--- config.mk ---
export PLATFORM = sky130hd
export DESIGN_NAME = vec_decode_top
export DESIGN_NICKNAME = d
export VERILOG_FILES = /design/src/source/vec_cfg_pkg.sv /design/src/source/vec_uop_pkg.sv /design/src/source/elem_sequencer.sv /design/src/source/offset_gen.sv /design/src/source/width_calc.sv /design/src/source/lane_enable.sv /design/src/source/issue_reg.sv /design/src/source/vec_decode_top.sv
export SDC_FILE = /design/constraint.sdc
export NUM_CORES = 1
export LEC_CHECK = 0
export BUFFER_PORTS_ARGS = -buffer_cell sky130_fd_sc_hd__buf_4
export CORE_MARGIN = 1.5
export CORE_UTILIZATION = 30
export DETAILED_ROUTE_END_ITERATION = 10
export PLACE_DENSITY_LB_ADDON = 0.12
export RECOVER_POWER = 100
export REMOVE_ABC_BUFFERS = 1
export SLEW_MARGIN = 20
export SYNTH_ARGS = -nofsm -noshare
export SYNTH_HDL_FRONTEND = slang
export SYNTH_HIERARCHICAL = 1
export SYNTH_SLANG_ARGS = --single-unit
--- constraint.sdc ---
create_clock -name CLK -period 6.7 [get_ports CLK]
set_input_delay 1.34 -clock CLK [delete_from_list [all_inputs] [get_ports CLK]]
set_output_delay 1.34 -clock CLK [all_outputs]
set_load 0.005 [all_outputs]
--- src/source/vec_cfg_pkg.sv ---
// ----------------------------------------------------------
// sizing for a 32 element vector with two lanes per beat
// offsets carry one extra bit so -1 and vl itself fit
// ----------------------------------------------------------
`default_nettype none

package vec_cfg_pkg;

  localparam int unsigned VLMAX        = 32;
  localparam int unsigned ELEM_OFF_W   = 6;
  localparam int unsigned ELEM_IDX_W   = $clog2(VLMAX);
  localparam int unsigned XLEN         = 32;
  localparam int unsigned INIT_CREDITS = 4;

  typedef logic [ELEM_OFF_W-1:0] elem_off_t;
  typedef logic [ELEM_OFF_W-1:0] vl_t;
  typedef logic [XLEN-1:0]       xlen_t;
  typedef logic [4:0]            imm5_t;
  typedef logic [VLMAX-1:0]      mask_t;

  // enough bits to hold every credit, including the full count
  typedef logic [$clog2(INIT_CREDITS+1)-1:0] credit_t;

  // element width, 32 is the widest supported
  typedef enum logic [1:0] {
    SEW8  = 2'd0,
    SEW16 = 2'd1,
    SEW32 = 2'd2
  } sew_t;

endpackage

`default_nettype wire

--- src/source/vec_uop_pkg.sv ---
// ----------------------------------------------------------
// offset modes are relative to the element index only
// ----------------------------------------------------------
`default_nettype none

package vec_uop_pkg;

  typedef enum logic [2:0] {
    VS2_SRC_NORMAL        = 3'd0,
    VS2_SRC_IDX_PLUS_RS1  = 3'd1,
    VS2_SRC_IDX_PLUS_UIMM = 3'd2,
    VS2_SRC_IDX_PLUS_1    = 3'd3,
    VS2_SRC_IDX_MINUS_1   = 3'd4,
    VS2_SRC_ZERO          = 3'd5
  } vs2_src_t;

  typedef enum logic [2:0] {
    VD_SRC_NORMAL        = 3'd0,
    VD_SRC_ZERO          = 3'd1,
    VD_SRC_IDX_PLUS_RS1  = 3'd2,
    VD_SRC_IDX_PLUS_UIMM = 3'd3,
    VD_SRC_IDX_PLUS_1    = 3'd4
  } vd_src_t;

  // element sequencer states
  typedef enum logic [1:0] {
    SEQ_IDLE  = 2'd0,
    SEQ_RUN   = 2'd1,
    SEQ_DRAIN = 2'd2
  } seq_state_t;

endpackage

`default_nettype wire

--- src/source/elem_sequencer.sv ---
// ----------------------------------------------------------
// walks elements two at a time from 0 to vl, one command
// at a time; command fields must hold until cmd_ready
// issue needs a credit, execute returns one per pulse
// ----------------------------------------------------------
`timescale 1ns/1ps
`default_nettype none

module elem_sequencer (
  input  logic                   CLK,
  input  logic                   nRST,
  input  logic                   cmd_valid,
  output logic                   cmd_ready,
  input  vec_cfg_pkg::vl_t       vl,
  input  logic                   credit_return,
  input  logic                   flush,
  output logic                   issue,
  output vec_cfg_pkg::elem_off_t elem_off,
  output logic                   last
);

  vec_uop_pkg::seq_state_t              state;
  vec_uop_pkg::seq_state_t              next_state;
  vec_cfg_pkg::credit_t                 credits;
  logic                                 accept;
  logic [vec_cfg_pkg::ELEM_OFF_W:0]     off_plus2;

  assign cmd_ready = (state == vec_uop_pkg::SEQ_IDLE);
  assign accept    = cmd_valid & cmd_ready;

  // a flushed beat is never issued, so it costs no credit
  assign issue = (state == vec_uop_pkg::SEQ_RUN) & (credits != '0) & ~flush;

  // extra bit keeps the compare right near the top of the range
  assign off_plus2 = elem_off + 2'd2;
  assign last      = (state == vec_uop_pkg::SEQ_RUN) & (off_plus2 >= {1'b0, vl});

  always_comb begin
    next_state = state;
    case (state)
      vec_uop_pkg::SEQ_IDLE: begin
        // empty command only burns the drain cycle
        if (accept) begin
          next_state = (vl == '0) ? vec_uop_pkg::SEQ_DRAIN : vec_uop_pkg::SEQ_RUN;
        end
      end
      vec_uop_pkg::SEQ_RUN: begin
        if (issue && last) begin
          next_state = vec_uop_pkg::SEQ_IDLE;
        end
      end
      default: next_state = vec_uop_pkg::SEQ_IDLE;
    endcase
    if (flush) begin
      next_state = vec_uop_pkg::SEQ_IDLE;
    end
  end

  always_ff @(posedge CLK, negedge nRST) begin
    if (!nRST) begin
      // one dead cycle after reset before ready
      state    <= vec_uop_pkg::SEQ_DRAIN;
      elem_off <= '0;
      credits  <= vec_cfg_pkg::credit_t'(vec_cfg_pkg::INIT_CREDITS);
    end else begin
      state <= next_state;
      if (accept) begin
        elem_off <= '0;
      end else if (issue) begin
        elem_off <= elem_off + vec_cfg_pkg::elem_off_t'(2);
      end
      credits <= credits - {{($bits(credits)-1){1'b0}}, issue}
                         + {{($bits(credits)-1){1'b0}}, credit_return};
    end
  end

  // execute must never hand back more than it was given
  a_credit_max: assert property (@(posedge CLK) disable iff (!nRST)
    credits <= vec_cfg_pkg::INIT_CREDITS)
    else $error("credit count above initial value");

  // with no credit left and none coming back, the next cycle stays idle
  a_issue_credit: assert property (@(posedge CLK) disable iff (!nRST)
    (credits == '0) && !credit_return |=> !issue)
    else $error("beat issued without a credit");

endmodule

`default_nettype wire

--- src/source/offset_gen.sv ---
// ----------------------------------------------------------
// element offsets for vs2 and vd on both lanes
// all sums wrap at the offset width
// ----------------------------------------------------------
`timescale 1ns/1ps
`default_nettype none

module offset_gen (
  input  logic                   CLK,
  input  vec_cfg_pkg::elem_off_t elem_off,
  input  vec_uop_pkg::vs2_src_t  vs2_src,
  input  vec_uop_pkg::vd_src_t   vd_src,
  input  vec_cfg_pkg::xlen_t     xs1,
  input  vec_cfg_pkg::imm5_t     imm5,
  output vec_cfg_pkg::elem_off_t vs2_off0,
  output vec_cfg_pkg::elem_off_t vs2_off1,
  output vec_cfg_pkg::elem_off_t vd_off0,
  output vec_cfg_pkg::elem_off_t vd_off1
);

  vec_cfg_pkg::elem_off_t rs1_base;
  vec_cfg_pkg::elem_off_t uimm_base;
  vec_cfg_pkg::elem_off_t plus1;
  vec_cfg_pkg::elem_off_t plus2;
  vec_cfg_pkg::elem_off_t minus1;

  // shared terms for both selects
  assign rs1_base  = elem_off + vec_cfg_pkg::elem_off_t'(xs1);
  assign uimm_base = elem_off + vec_cfg_pkg::elem_off_t'(imm5);
  assign plus1     = elem_off + vec_cfg_pkg::elem_off_t'(1);
  assign plus2     = elem_off + vec_cfg_pkg::elem_off_t'(2);
  assign minus1    = elem_off - vec_cfg_pkg::elem_off_t'(1);

  always_comb begin
    case (vs2_src)
      vec_uop_pkg::VS2_SRC_NORMAL: begin
        vs2_off0 = elem_off;
        vs2_off1 = plus1;
      end
      vec_uop_pkg::VS2_SRC_IDX_PLUS_RS1: begin
        vs2_off0 = rs1_base;
        vs2_off1 = rs1_base + vec_cfg_pkg::elem_off_t'(1);
      end
      vec_uop_pkg::VS2_SRC_IDX_PLUS_UIMM: begin
        vs2_off0 = uimm_base;
        vs2_off1 = uimm_base + vec_cfg_pkg::elem_off_t'(1);
      end
      vec_uop_pkg::VS2_SRC_IDX_PLUS_1: begin
        vs2_off0 = plus1;
        vs2_off1 = plus2;
      end
      // slide down by one, lane 0 at element 0 wraps to all ones
      vec_uop_pkg::VS2_SRC_IDX_MINUS_1: begin
        vs2_off0 = minus1;
        vs2_off1 = elem_off;
      end
      default: begin
        vs2_off0 = '0;
        vs2_off1 = '0;
      end
    endcase
  end

  always_comb begin
    case (vd_src)
      vec_uop_pkg::VD_SRC_NORMAL: begin
        vd_off0 = elem_off;
        vd_off1 = plus1;
      end
      vec_uop_pkg::VD_SRC_IDX_PLUS_RS1: begin
        vd_off0 = rs1_base;
        vd_off1 = rs1_base + vec_cfg_pkg::elem_off_t'(1);
      end
      vec_uop_pkg::VD_SRC_IDX_PLUS_UIMM: begin
        vd_off0 = uimm_base;
        vd_off1 = uimm_base + vec_cfg_pkg::elem_off_t'(1);
      end
      vec_uop_pkg::VD_SRC_IDX_PLUS_1: begin
        vd_off0 = plus1;
        vd_off1 = plus2;
      end
      default: begin
        vd_off0 = '0;
        vd_off1 = '0;
      end
    endcase
  end

  // a new select from the caller must be one of the six modes
  a_vs2_src_legal: assert property (@(posedge CLK)
    $changed(vs2_src) |-> vs2_src inside {vec_uop_pkg::VS2_SRC_NORMAL,
      vec_uop_pkg::VS2_SRC_IDX_PLUS_RS1, vec_uop_pkg::VS2_SRC_IDX_PLUS_UIMM,
      vec_uop_pkg::VS2_SRC_IDX_PLUS_1, vec_uop_pkg::VS2_SRC_IDX_MINUS_1,
      vec_uop_pkg::VS2_SRC_ZERO})
    else $error("illegal vs2 source mode");

endmodule

`default_nettype wire

--- src/source/width_calc.sv ---
// ----------------------------------------------------------
// destination and vs2 widths, saturating at SEW8 and SEW32
// ----------------------------------------------------------
`timescale 1ns/1ps
`default_nettype none

module width_calc (
  input  logic              CLK,
  input  vec_cfg_pkg::sew_t sew,
  input  logic              widen,
  input  logic              widen_in,
  input  logic              narrow,
  output vec_cfg_pkg::sew_t eew,
  output vec_cfg_pkg::sew_t vs2_sew
);

  function automatic vec_cfg_pkg::sew_t step_up(input vec_cfg_pkg::sew_t w);
    return (w == vec_cfg_pkg::SEW8) ? vec_cfg_pkg::SEW16 : vec_cfg_pkg::SEW32;
  endfunction

  function automatic vec_cfg_pkg::sew_t step_down(input vec_cfg_pkg::sew_t w);
    return (w == vec_cfg_pkg::SEW32) ? vec_cfg_pkg::SEW16 : vec_cfg_pkg::SEW8;
  endfunction

  // widen wins if both were ever set
  assign eew = widen  ? step_up(sew)   :
               narrow ? step_down(sew) : sew;

  assign vs2_sew = widen_in ? step_up(sew) : sew;

  a_widen_narrow: assert property (@(posedge CLK) !(widen && narrow))
    else $error("widen and narrow both set");

endmodule

`default_nettype wire

--- src/source/lane_enable.sv ---
// ----------------------------------------------------------
// lane write enables, bound by vl and optionally by v0
// vm high means the op is masked by v0
// ----------------------------------------------------------
`timescale 1ns/1ps
`default_nettype none

module lane_enable (
  input  vec_cfg_pkg::elem_off_t elem_off,
  input  vec_cfg_pkg::vl_t       vl,
  input  logic                   vm,
  input  vec_cfg_pkg::mask_t     v0_mask,
  output logic                   wen0,
  output logic                   wen1
);

  vec_cfg_pkg::elem_off_t                 elem1;
  logic [vec_cfg_pkg::ELEM_IDX_W-1:0]     idx0;
  logic [vec_cfg_pkg::ELEM_IDX_W-1:0]     idx1;

  // element index, not the shifted source offset
  assign elem1 = elem_off + vec_cfg_pkg::elem_off_t'(1);
  assign idx0  = elem_off[vec_cfg_pkg::ELEM_IDX_W-1:0];
  assign idx1  = elem1[vec_cfg_pkg::ELEM_IDX_W-1:0];

  assign wen0 = (elem_off < vl) & (~vm | v0_mask[idx0]);
  // odd vl turns lane 1 off on the final beat
  assign wen1 = (elem1 < vl) & (~vm | v0_mask[idx1]);

endmodule

`default_nettype wire

--- src/source/issue_reg.sv ---
// ----------------------------------------------------------
// beat register toward execute; payload holds between beats
// flush drops the beat in flight
// ----------------------------------------------------------
`timescale 1ns/1ps
`default_nettype none

module issue_reg (
  input  logic                   CLK,
  input  logic                   nRST,
  input  logic                   flush,
  input  logic                   issue,
  input  logic                   last,
  input  vec_cfg_pkg::elem_off_t vs2_off0,
  input  vec_cfg_pkg::elem_off_t vs2_off1,
  input  vec_cfg_pkg::elem_off_t vd_off0,
  input  vec_cfg_pkg::elem_off_t vd_off1,
  input  logic                   wen0,
  input  logic                   wen1,
  input  vec_cfg_pkg::sew_t      eew,
  input  vec_cfg_pkg::sew_t      vs2_sew,
  output logic                   uop_valid,
  output logic                   uop_last,
  output vec_cfg_pkg::elem_off_t uop_vs2_off0,
  output vec_cfg_pkg::elem_off_t uop_vs2_off1,
  output vec_cfg_pkg::elem_off_t uop_vd_off0,
  output vec_cfg_pkg::elem_off_t uop_vd_off1,
  output logic                   uop_wen0,
  output logic                   uop_wen1,
  output vec_cfg_pkg::sew_t      uop_eew,
  output vec_cfg_pkg::sew_t      uop_vs2_sew
);

  always_ff @(posedge CLK, negedge nRST) begin
    if (!nRST) begin
      uop_valid    <= 1'b0;
      uop_last     <= 1'b0;
      uop_vs2_off0 <= '0;
      uop_vs2_off1 <= '0;
      uop_vd_off0  <= '0;
      uop_vd_off1  <= '0;
      uop_wen0     <= 1'b0;
      uop_wen1     <= 1'b0;
      uop_eew      <= vec_cfg_pkg::SEW8;
      uop_vs2_sew  <= vec_cfg_pkg::SEW8;
    end else if (flush) begin
      uop_valid    <= 1'b0;
      uop_last     <= 1'b0;
      uop_vs2_off0 <= '0;
      uop_vs2_off1 <= '0;
      uop_vd_off0  <= '0;
      uop_vd_off1  <= '0;
      uop_wen0     <= 1'b0;
      uop_wen1     <= 1'b0;
      uop_eew      <= vec_cfg_pkg::SEW8;
      uop_vs2_sew  <= vec_cfg_pkg::SEW8;
    end else if (issue) begin
      uop_valid    <= 1'b1;
      uop_last     <= last;
      uop_vs2_off0 <= vs2_off0;
      uop_vs2_off1 <= vs2_off1;
      uop_vd_off0  <= vd_off0;
      uop_vd_off1  <= vd_off1;
      uop_wen0     <= wen0;
      uop_wen1     <= wen1;
      uop_eew      <= eew;
      uop_vs2_sew  <= vs2_sew;
    end else begin
      // last only means something alongside valid
      uop_valid <= 1'b0;
      uop_last  <= 1'b0;
    end
  end

endmodule

`default_nettype wire

--- src/source/vec_decode_top.sv ---
// ----------------------------------------------------------
// vector element walker, one command in, two-lane beats out
// beats go out under credit flow control, see elem_sequencer
// ----------------------------------------------------------
`timescale 1ns/1ps
`default_nettype none

module vec_decode_top (
  input  logic                   CLK,
  input  logic                   nRST,
  input  logic                   cmd_valid,
  output logic                   cmd_ready,
  input  vec_uop_pkg::vs2_src_t  cmd_vs2_src,
  input  vec_uop_pkg::vd_src_t   cmd_vd_src,
  input  logic                   cmd_widen,
  input  logic                   cmd_widen_in,
  input  logic                   cmd_narrow,
  input  logic                   cmd_vm,
  input  vec_cfg_pkg::imm5_t     cmd_imm5,
  input  vec_cfg_pkg::xlen_t     cmd_xs1,
  input  vec_cfg_pkg::vl_t       cmd_vl,
  input  vec_cfg_pkg::sew_t      cmd_sew,
  input  vec_cfg_pkg::mask_t     v0_mask,
  input  logic                   credit_return,
  input  logic                   flush,
  output logic                   uop_valid,
  output logic                   uop_last,
  output vec_cfg_pkg::elem_off_t uop_vs2_off0,
  output vec_cfg_pkg::elem_off_t uop_vs2_off1,
  output vec_cfg_pkg::elem_off_t uop_vd_off0,
  output vec_cfg_pkg::elem_off_t uop_vd_off1,
  output logic                   uop_wen0,
  output logic                   uop_wen1,
  output vec_cfg_pkg::sew_t      uop_eew,
  output vec_cfg_pkg::sew_t      uop_vs2_sew
);

  logic                   issue;
  logic                   last;
  vec_cfg_pkg::elem_off_t elem_off;
  vec_cfg_pkg::elem_off_t vs2_off0;
  vec_cfg_pkg::elem_off_t vs2_off1;
  vec_cfg_pkg::elem_off_t vd_off0;
  vec_cfg_pkg::elem_off_t vd_off1;
  logic                   wen0;
  logic                   wen1;
  vec_cfg_pkg::sew_t      eew;
  vec_cfg_pkg::sew_t      vs2_sew;

  elem_sequencer u_seq (
    .CLK(CLK), .nRST(nRST), .cmd_valid(cmd_valid), .cmd_ready(cmd_ready),
    .vl(cmd_vl), .credit_return(credit_return), .flush(flush),
    .issue(issue), .elem_off(elem_off), .last(last)
  );

  offset_gen u_offset (
    .CLK(CLK), .elem_off(elem_off), .vs2_src(cmd_vs2_src), .vd_src(cmd_vd_src),
    .xs1(cmd_xs1), .imm5(cmd_imm5), .vs2_off0(vs2_off0), .vs2_off1(vs2_off1),
    .vd_off0(vd_off0), .vd_off1(vd_off1)
  );

  width_calc u_width (
    .CLK(CLK), .sew(cmd_sew), .widen(cmd_widen), .widen_in(cmd_widen_in),
    .narrow(cmd_narrow), .eew(eew), .vs2_sew(vs2_sew)
  );

  lane_enable u_lane (
    .elem_off(elem_off), .vl(cmd_vl), .vm(cmd_vm), .v0_mask(v0_mask),
    .wen0(wen0), .wen1(wen1)
  );

  issue_reg u_issue (
    .CLK(CLK), .nRST(nRST), .flush(flush), .issue(issue), .last(last),
    .vs2_off0(vs2_off0), .vs2_off1(vs2_off1), .vd_off0(vd_off0), .vd_off1(vd_off1),
    .wen0(wen0), .wen1(wen1), .eew(eew), .vs2_sew(vs2_sew),
    .uop_valid(uop_valid), .uop_last(uop_last),
    .uop_vs2_off0(uop_vs2_off0), .uop_vs2_off1(uop_vs2_off1),
    .uop_vd_off0(uop_vd_off0), .uop_vd_off1(uop_vd_off1),
    .uop_wen0(uop_wen0), .uop_wen1(uop_wen1),
    .uop_eew(uop_eew), .uop_vs2_sew(uop_vs2_sew)
  );

endmodule

`default_nettype wire

# Word level (Yosys, flattened, before mapping)
# Cells that the tools add are included.
# classes
n_reduce_logical	10
div	0
eq_ne	11
n_bitwise	10
n_lt_le_gt_ge	5
multipliers	0
n_mux	40
shifts	0
n_addsub	10
# op_table
operator	count
$mux W6	10
$pmux W6 S5	2
$pmux W6 S4	2
$mux W2	12
$add A6 B1 Y6 const B	3
$eq A3 B2 Y1 const B	4
$lt A5 B6 Y1 const B	2
$lt A6 B6 Y1	2
$mux W1	11
$bmux W1 S5	2
$add A6 B2 Y7 const B	1
$ge A7 B6 Y1	1
$add A6 B2 Y6 const B	1
$add A6 B5 Y6	1
$add A6 B6 Y6	1
$and A1 B1 Y1	6
$eq A3 B3 Y1 const B	2
$logic_not A3 Y1	2
$logic_not A6 Y1	1
$ne A3 B3 Y1 const B	2
$sub A6 B1 Y6 const B	1
$logic_not A2 Y1	2
$pmux W2 S2	1
$reduce_bool A2 Y1	2
10 further kinds	12
# totals
latch_bits	0
mem_count	0
wordCells	99
ram_bits	0
reg_bits	43
mem_bits_ro	0
output_inout_bits	33
inputBits	92

# Longest topological paths before layout
# depth
ltp_word	7
depth_mapped	12
depth_no_buf	10

# Hierarchy
# Netlist, hierarchy kept.
# modules_own_cells
module	cells_per_inst	seq_area_each_um2	n_inst	area_each_um2
offset_gen	227	0.0	1	1550.2
issue_reg	101	800.8	1	1310.0
lane_enable	70	0.0	1	888.4
elem_sequencer	75	252.7	1	721.9
width_calc	11	0.0	1	66.3

# Worst setup path after synthesis
# Ideal clock, no wire load.
# synth_path
kind	input-to-reg
from	in cmd_xs1[1]
to	reg u_issue.uop_vs2_off1[5]
slack_ps	3501
path_stages	9
required_ps	6568
setup_ps	132
path_buffers	0
arrival_time_ps	3067
path_cell_list	fa_1 a21o_1 a21oi_1 xnor2_1 nand3_1 xor2_1 a221o_1 mux2i_1 nor2_1
# synth_between
elab_chain_len	5
# synth_lines
element	line	text
from (decl)	vec_decode_top.sv:20	input vec_cfg_pkg::xlen_t cmd_xs1,
$add A6 B6 Y6	offset_gen.sv:28	assign rs1_base = elem_off + vec_cfg_pkg::elem_off_t'(xs1);
$add A6 B1 Y6	offset_gen.sv:42	vs2_off1 = rs1_base + vec_cfg_pkg::elem_off_t'(1);
$pmux W6 S5	offset_gen.sv:35	case (vs2_src)
via vs2_off1[5]	vec_decode_top.sv:42	vec_cfg_pkg::elem_off_t vs2_off1;
$mux W6	issue_reg.sv:57	end else if (issue) begin
$mux W6	issue_reg.sv:46	end else if (flush) begin
to (signal assigned)	issue_reg.sv:61	uop_vs2_off1 <= vs2_off1;
to (decl)	issue_reg.sv:25	output vec_cfg_pkg::elem_off_t uop_vs2_off1,
# The timed path passes the listed nets, and every way through them passes these cells. The select of a mux whose other input is x is not followed.
# A chain may end at the register's enable or synchronous reset.

# Worst setup path in the final report
# layout_path
from	in flush
to	reg u_seq.credits[2]
# layout_between
elab_chain_len	4
# layout_lines
element	line	text
from (decl)	vec_decode_top.sv:25	input logic flush,
$not A1 Y1	elem_sequencer.sv:32	assign issue = (state == vec_uop_pkg::SEQ_RUN) & (credits != '0) & ~flush;
$and A1 B1 Y1	elem_sequencer.sv:32	
via issue	vec_decode_top.sv:38	logic issue;
$sub A3 B1 Y3	elem_sequencer.sv:72	credits <= credits - {{($bits(credits)-1){1'b0}}, issue}
$add A3 B1 Y3	elem_sequencer.sv:73	+ {{($bits(credits)-1){1'b0}}, credit_return};
to (signal assigned)	elem_sequencer.sv:64	credits <= vec_cfg_pkg::credit_t'(vec_cfg_pkg::INIT_CREDITS);
to (signal assigned)	elem_sequencer.sv:72	
to (decl)	elem_sequencer.sv:24	vec_cfg_pkg::credit_t credits;
# The timed path passes the listed nets, and every way through them passes these cells.

==> reports/metrics.yaml <==
detailed_routing:
  via_per_inst: 5.265
  drc_errors: 7
  routed_wl_mm: 12.58
  final_antenna_net_count: 0
  wl_per_cell_um: 16.73
  vias: 3959
  first_iter_violations: 170
  drt_pass1_iterations: 7
die:
  rows: 44
  start_util_pct: 30.98
  die_area_mm2: 0.01587
  die_y_um: 126.0
  pin_count: 125
  coreArea_mm2: 0.01464
  die_w_um: 126.0
run:
  max-cap-violations: 2
worst_setup_path:
  critical_path_buf_inv_count: 3
  r2r_start: "u_seq/elem_off[1]$_DFFE_PN0N_"
  start_kind: "input pin"
  path_cells: "clkbuf_1, or3b_1, nor2_1, ha_1, inv_1, ha_1, inv_1, fa_1, xnor2_1, xnor2_1"
  slowest_delay_ns: 1.16
  cp_max_fo: 35
  reg2reg_depth: 10
  cp.arrival_ns: 4.21
  critPathTopFamily: "buffers and inverters"
  critPathCaptureType: "flop"
  required_ns: 6.91
  slowest_stage: "clkbuf_1"
  worstReg2RegEnd: "u_issue/uop_wen1$_DFFE_PN0P_"
  cp-startpoint: "flush"
  reg2reg_slack_ns: 3.67
  critical_path_class: "input pin to flop"
timing:
  setup_tns_ns: 0
  finalMaxSlewViolations: 79
  setup_viol: 0
  finalHoldViolations: 0
  grt_setup_unrepaired: "false"
  fmax_ghz: 0.2500
  slew_headroom_pct: -55.28
  tightest_slew_ns: 2.329
  worst_slack_ns: 2.700
  fin_crit_ns: 4.000
  min_period_over_period_pct: 59.71
  skew_ns: 0.007224
global_route:
  grt_max_degree: 43
  busiest_layer: "met2"
  grt_overflow: 0
  grt_pass1_vias: 4136
  antenna_found_initial: 0
  grt_use_met2_pct: 29.44
  grt_pass1_wl_mm: 20.96
  grtUsageTotal_pct: 16.25
  grt_use_met3_pct: 1.954
  use_met1_pct: 20.92
layout:
  final_util_pct: 37.31
  syn_to_final_growth_pct: 20.44
  n_antenna_cell: 0
  seq_area_mm2: 0.001054
  fin_nets: 698
  final_cell_mix: "buf_4, nor2_1, dfrtp_1"
  multiInputGateArea_mm2: 0.003206
  nFillCells: 1520
  final_layout_size_suffix_gt1_share_pct: 23.59
status:
  outcome: "finished, violations left"
  violations: "design-rule violations, max-capacitance violations, max-slew violations"
power:
  finalPower_w: 0.001238
  internal_power_w: 0.0007481
  p_comb_share_pct: 55.3
  power_leakage_nw: 2.459
  power.switching_w: 0.0004901
  swShare_pct: 39.58
  seq_power_share_pct: 25.2
  ir_worst_vdd_mv: 0.09247
  p_per_area_mw_per_mm2: 226.6
  pwr-share-clk_pct: 19.5
cts:
  cts_setup_buffers: 0
  cts_tree: "yes"
  cts_buffers: 5
  cts_buffer_depth: 2
  cts_max_level: 2
  clock_sink_count: 42
  cts.clk_slew.worst_paths_ns: 0.06
  hold_buffers: 0
  root_buffer: "clkbuf_16"
  clock_latency_ns: 0.28
  cts-resized-gates: 0
hold_path:
  hp-start: "u_seq/credits[2]$_DFF_PN1_"
  hp-class: "flop to flop"
  min_delay_path_depth: 1
  hold_end: "u_seq/credits[2]$_DFF_PN1_"
place:
  portBuffers: 98
  routabilityCongestion: 0.8594
  dp_hpwl_mm: 9.372
  place_ws_ns: 3.104
synthesis:
  synth_area_mm2: 0.004537
  yosysUniqueCellTypes: 68
  yosysSeqAreaShare_pct: 23.22
  synth_top_cell_by_area: "dfrtp_1"
  yosys.area.top_type_share_pct: 22.06
  async_flop_share_pct: 100.0
  ys_warn_count: 6
  synth-seq-cells: 42
  synth_cells: 484
  syn_avg_cell_area_um2: 9.374
  synth_flop_cell: "dfrtp_1"
  synth_area_leaders: "dfrtp_1, ha_1, mux2i_1, mux4_2, nor2_1"
  synth-edff-count: 0
-- metrics by stage --
step	instances	hold slack, ns	area (um^2)
after floorplan	457	0.4756	4352
after global routing	752	0.5225	5464
after global placement	744	0.4853	5360
after detailed placement	744	0.4913	5360
final	752	0.4976	5464
after CTS	752	0.4985	5509
-- layer usage --
| metal | vias to the layer above | share of wire, % |
|---|---|---|
| met2 | 93 | 49 |
| met3 | 10 | 3.8 |
| li1 | 1915 | - |
| met4 | 0 | 1.2 |
| met5 | - | 0 |
| met1 | 1941 | 46 |
-- cell type report --
type,count,share of cell area (%)
inverters,22,1.511
clock buffers,5,2.290
well taps,184,4.213
clock inverters,3,0.4351
repair buffers,103,13.60
multi-input cells,393,58.67
flip-flops and latches,42,19.28
-- cell families (layout without fill, tap and decap cells) --
kind of cell	count (synthesis)	after routing	share of synthesized area, %
fa+ha+maj	39	39	11.25
flops	42	42	23.22
buf+inv	49	133	5.901
compound gates	98	98	14.64
other cells	1	1	0.08266
mux	61	61	19.77
xor+xnor	46	46	9.460
simple gates	148	148	15.66
-- how the worst max path moves through the flow --
stage | depth (start not counted) | to | slack, ns
6_report | 10 | u_seq/credits[2]$_DFF_PN1_ | 2.70
5_1_grt | 10 | u_seq/credits[2]$_DFF_PN1_ | 2.38
4_1_cts | 9 | u_issue/uop_vd_off1[5]$_DFFE_PN0P_ | 3.39
3_5_place_dp | 9 | u_issue/uop_vd_off1[5]$_DFFE_PN0P_ | 3.10
3_3_place_gp | 9 | u_issue/uop_vs2_off1[5]$_DFFE_PN0P_ | 3.12
2_1_floorplan | 9 | u_seq/credits[2]$_DFF_PN1_ | 2.37
-- power by group through the flow --
stage / sequential, W / combinational [W] / clock (W)
2_1_floorplan: 0.000333 / 0.000467 / 0
3_3_place_gp: 0.000318 / 0.000680 / 0
3_5_place_dp: 0.000318 / 0.000693 / 0
4_1_cts: 0.000314 / 0.000697 / 0.000251
5_1_grt: 0.000318 / 0.000765 / 0.000263
6_report: 0.000312 / 0.000684 / 0.000242
-- flip-flops by register name (all words and copies together), names as in the netlist --
name and flops:
u_issue/uop_vs2_off1 6, u_issue/uop_valid 1, u_seq/elem_off 5, u_issue/uop_vs2_sew 2, u_seq/credits 3, u_issue/uop_eew 2
u_issue/uop_wen0 1, u_issue/uop_last 1, u_issue/uop_vd_off0 6, u_seq/state 2, u_issue/uop_wen1 1, u_issue/uop_vs2_off0 6
u_issue/uop_vd_off1 6
-- Yosys cell counts, types with 7 or more instances --
cell,n
a21oi_1,17
clkbuf_1,14
dfrtp_1,40
ha_1,36
inv_1,22
mux2i_1,36
mux4_1,7
mux4_2,13
nand2_1,26
nand3_1,13
nor2_1,67
o21ai_0,20
o21ai_1,7
o22ai_1,8
xnor2_1,26
xor2_1,18
(Power assumes the default switching activity.)
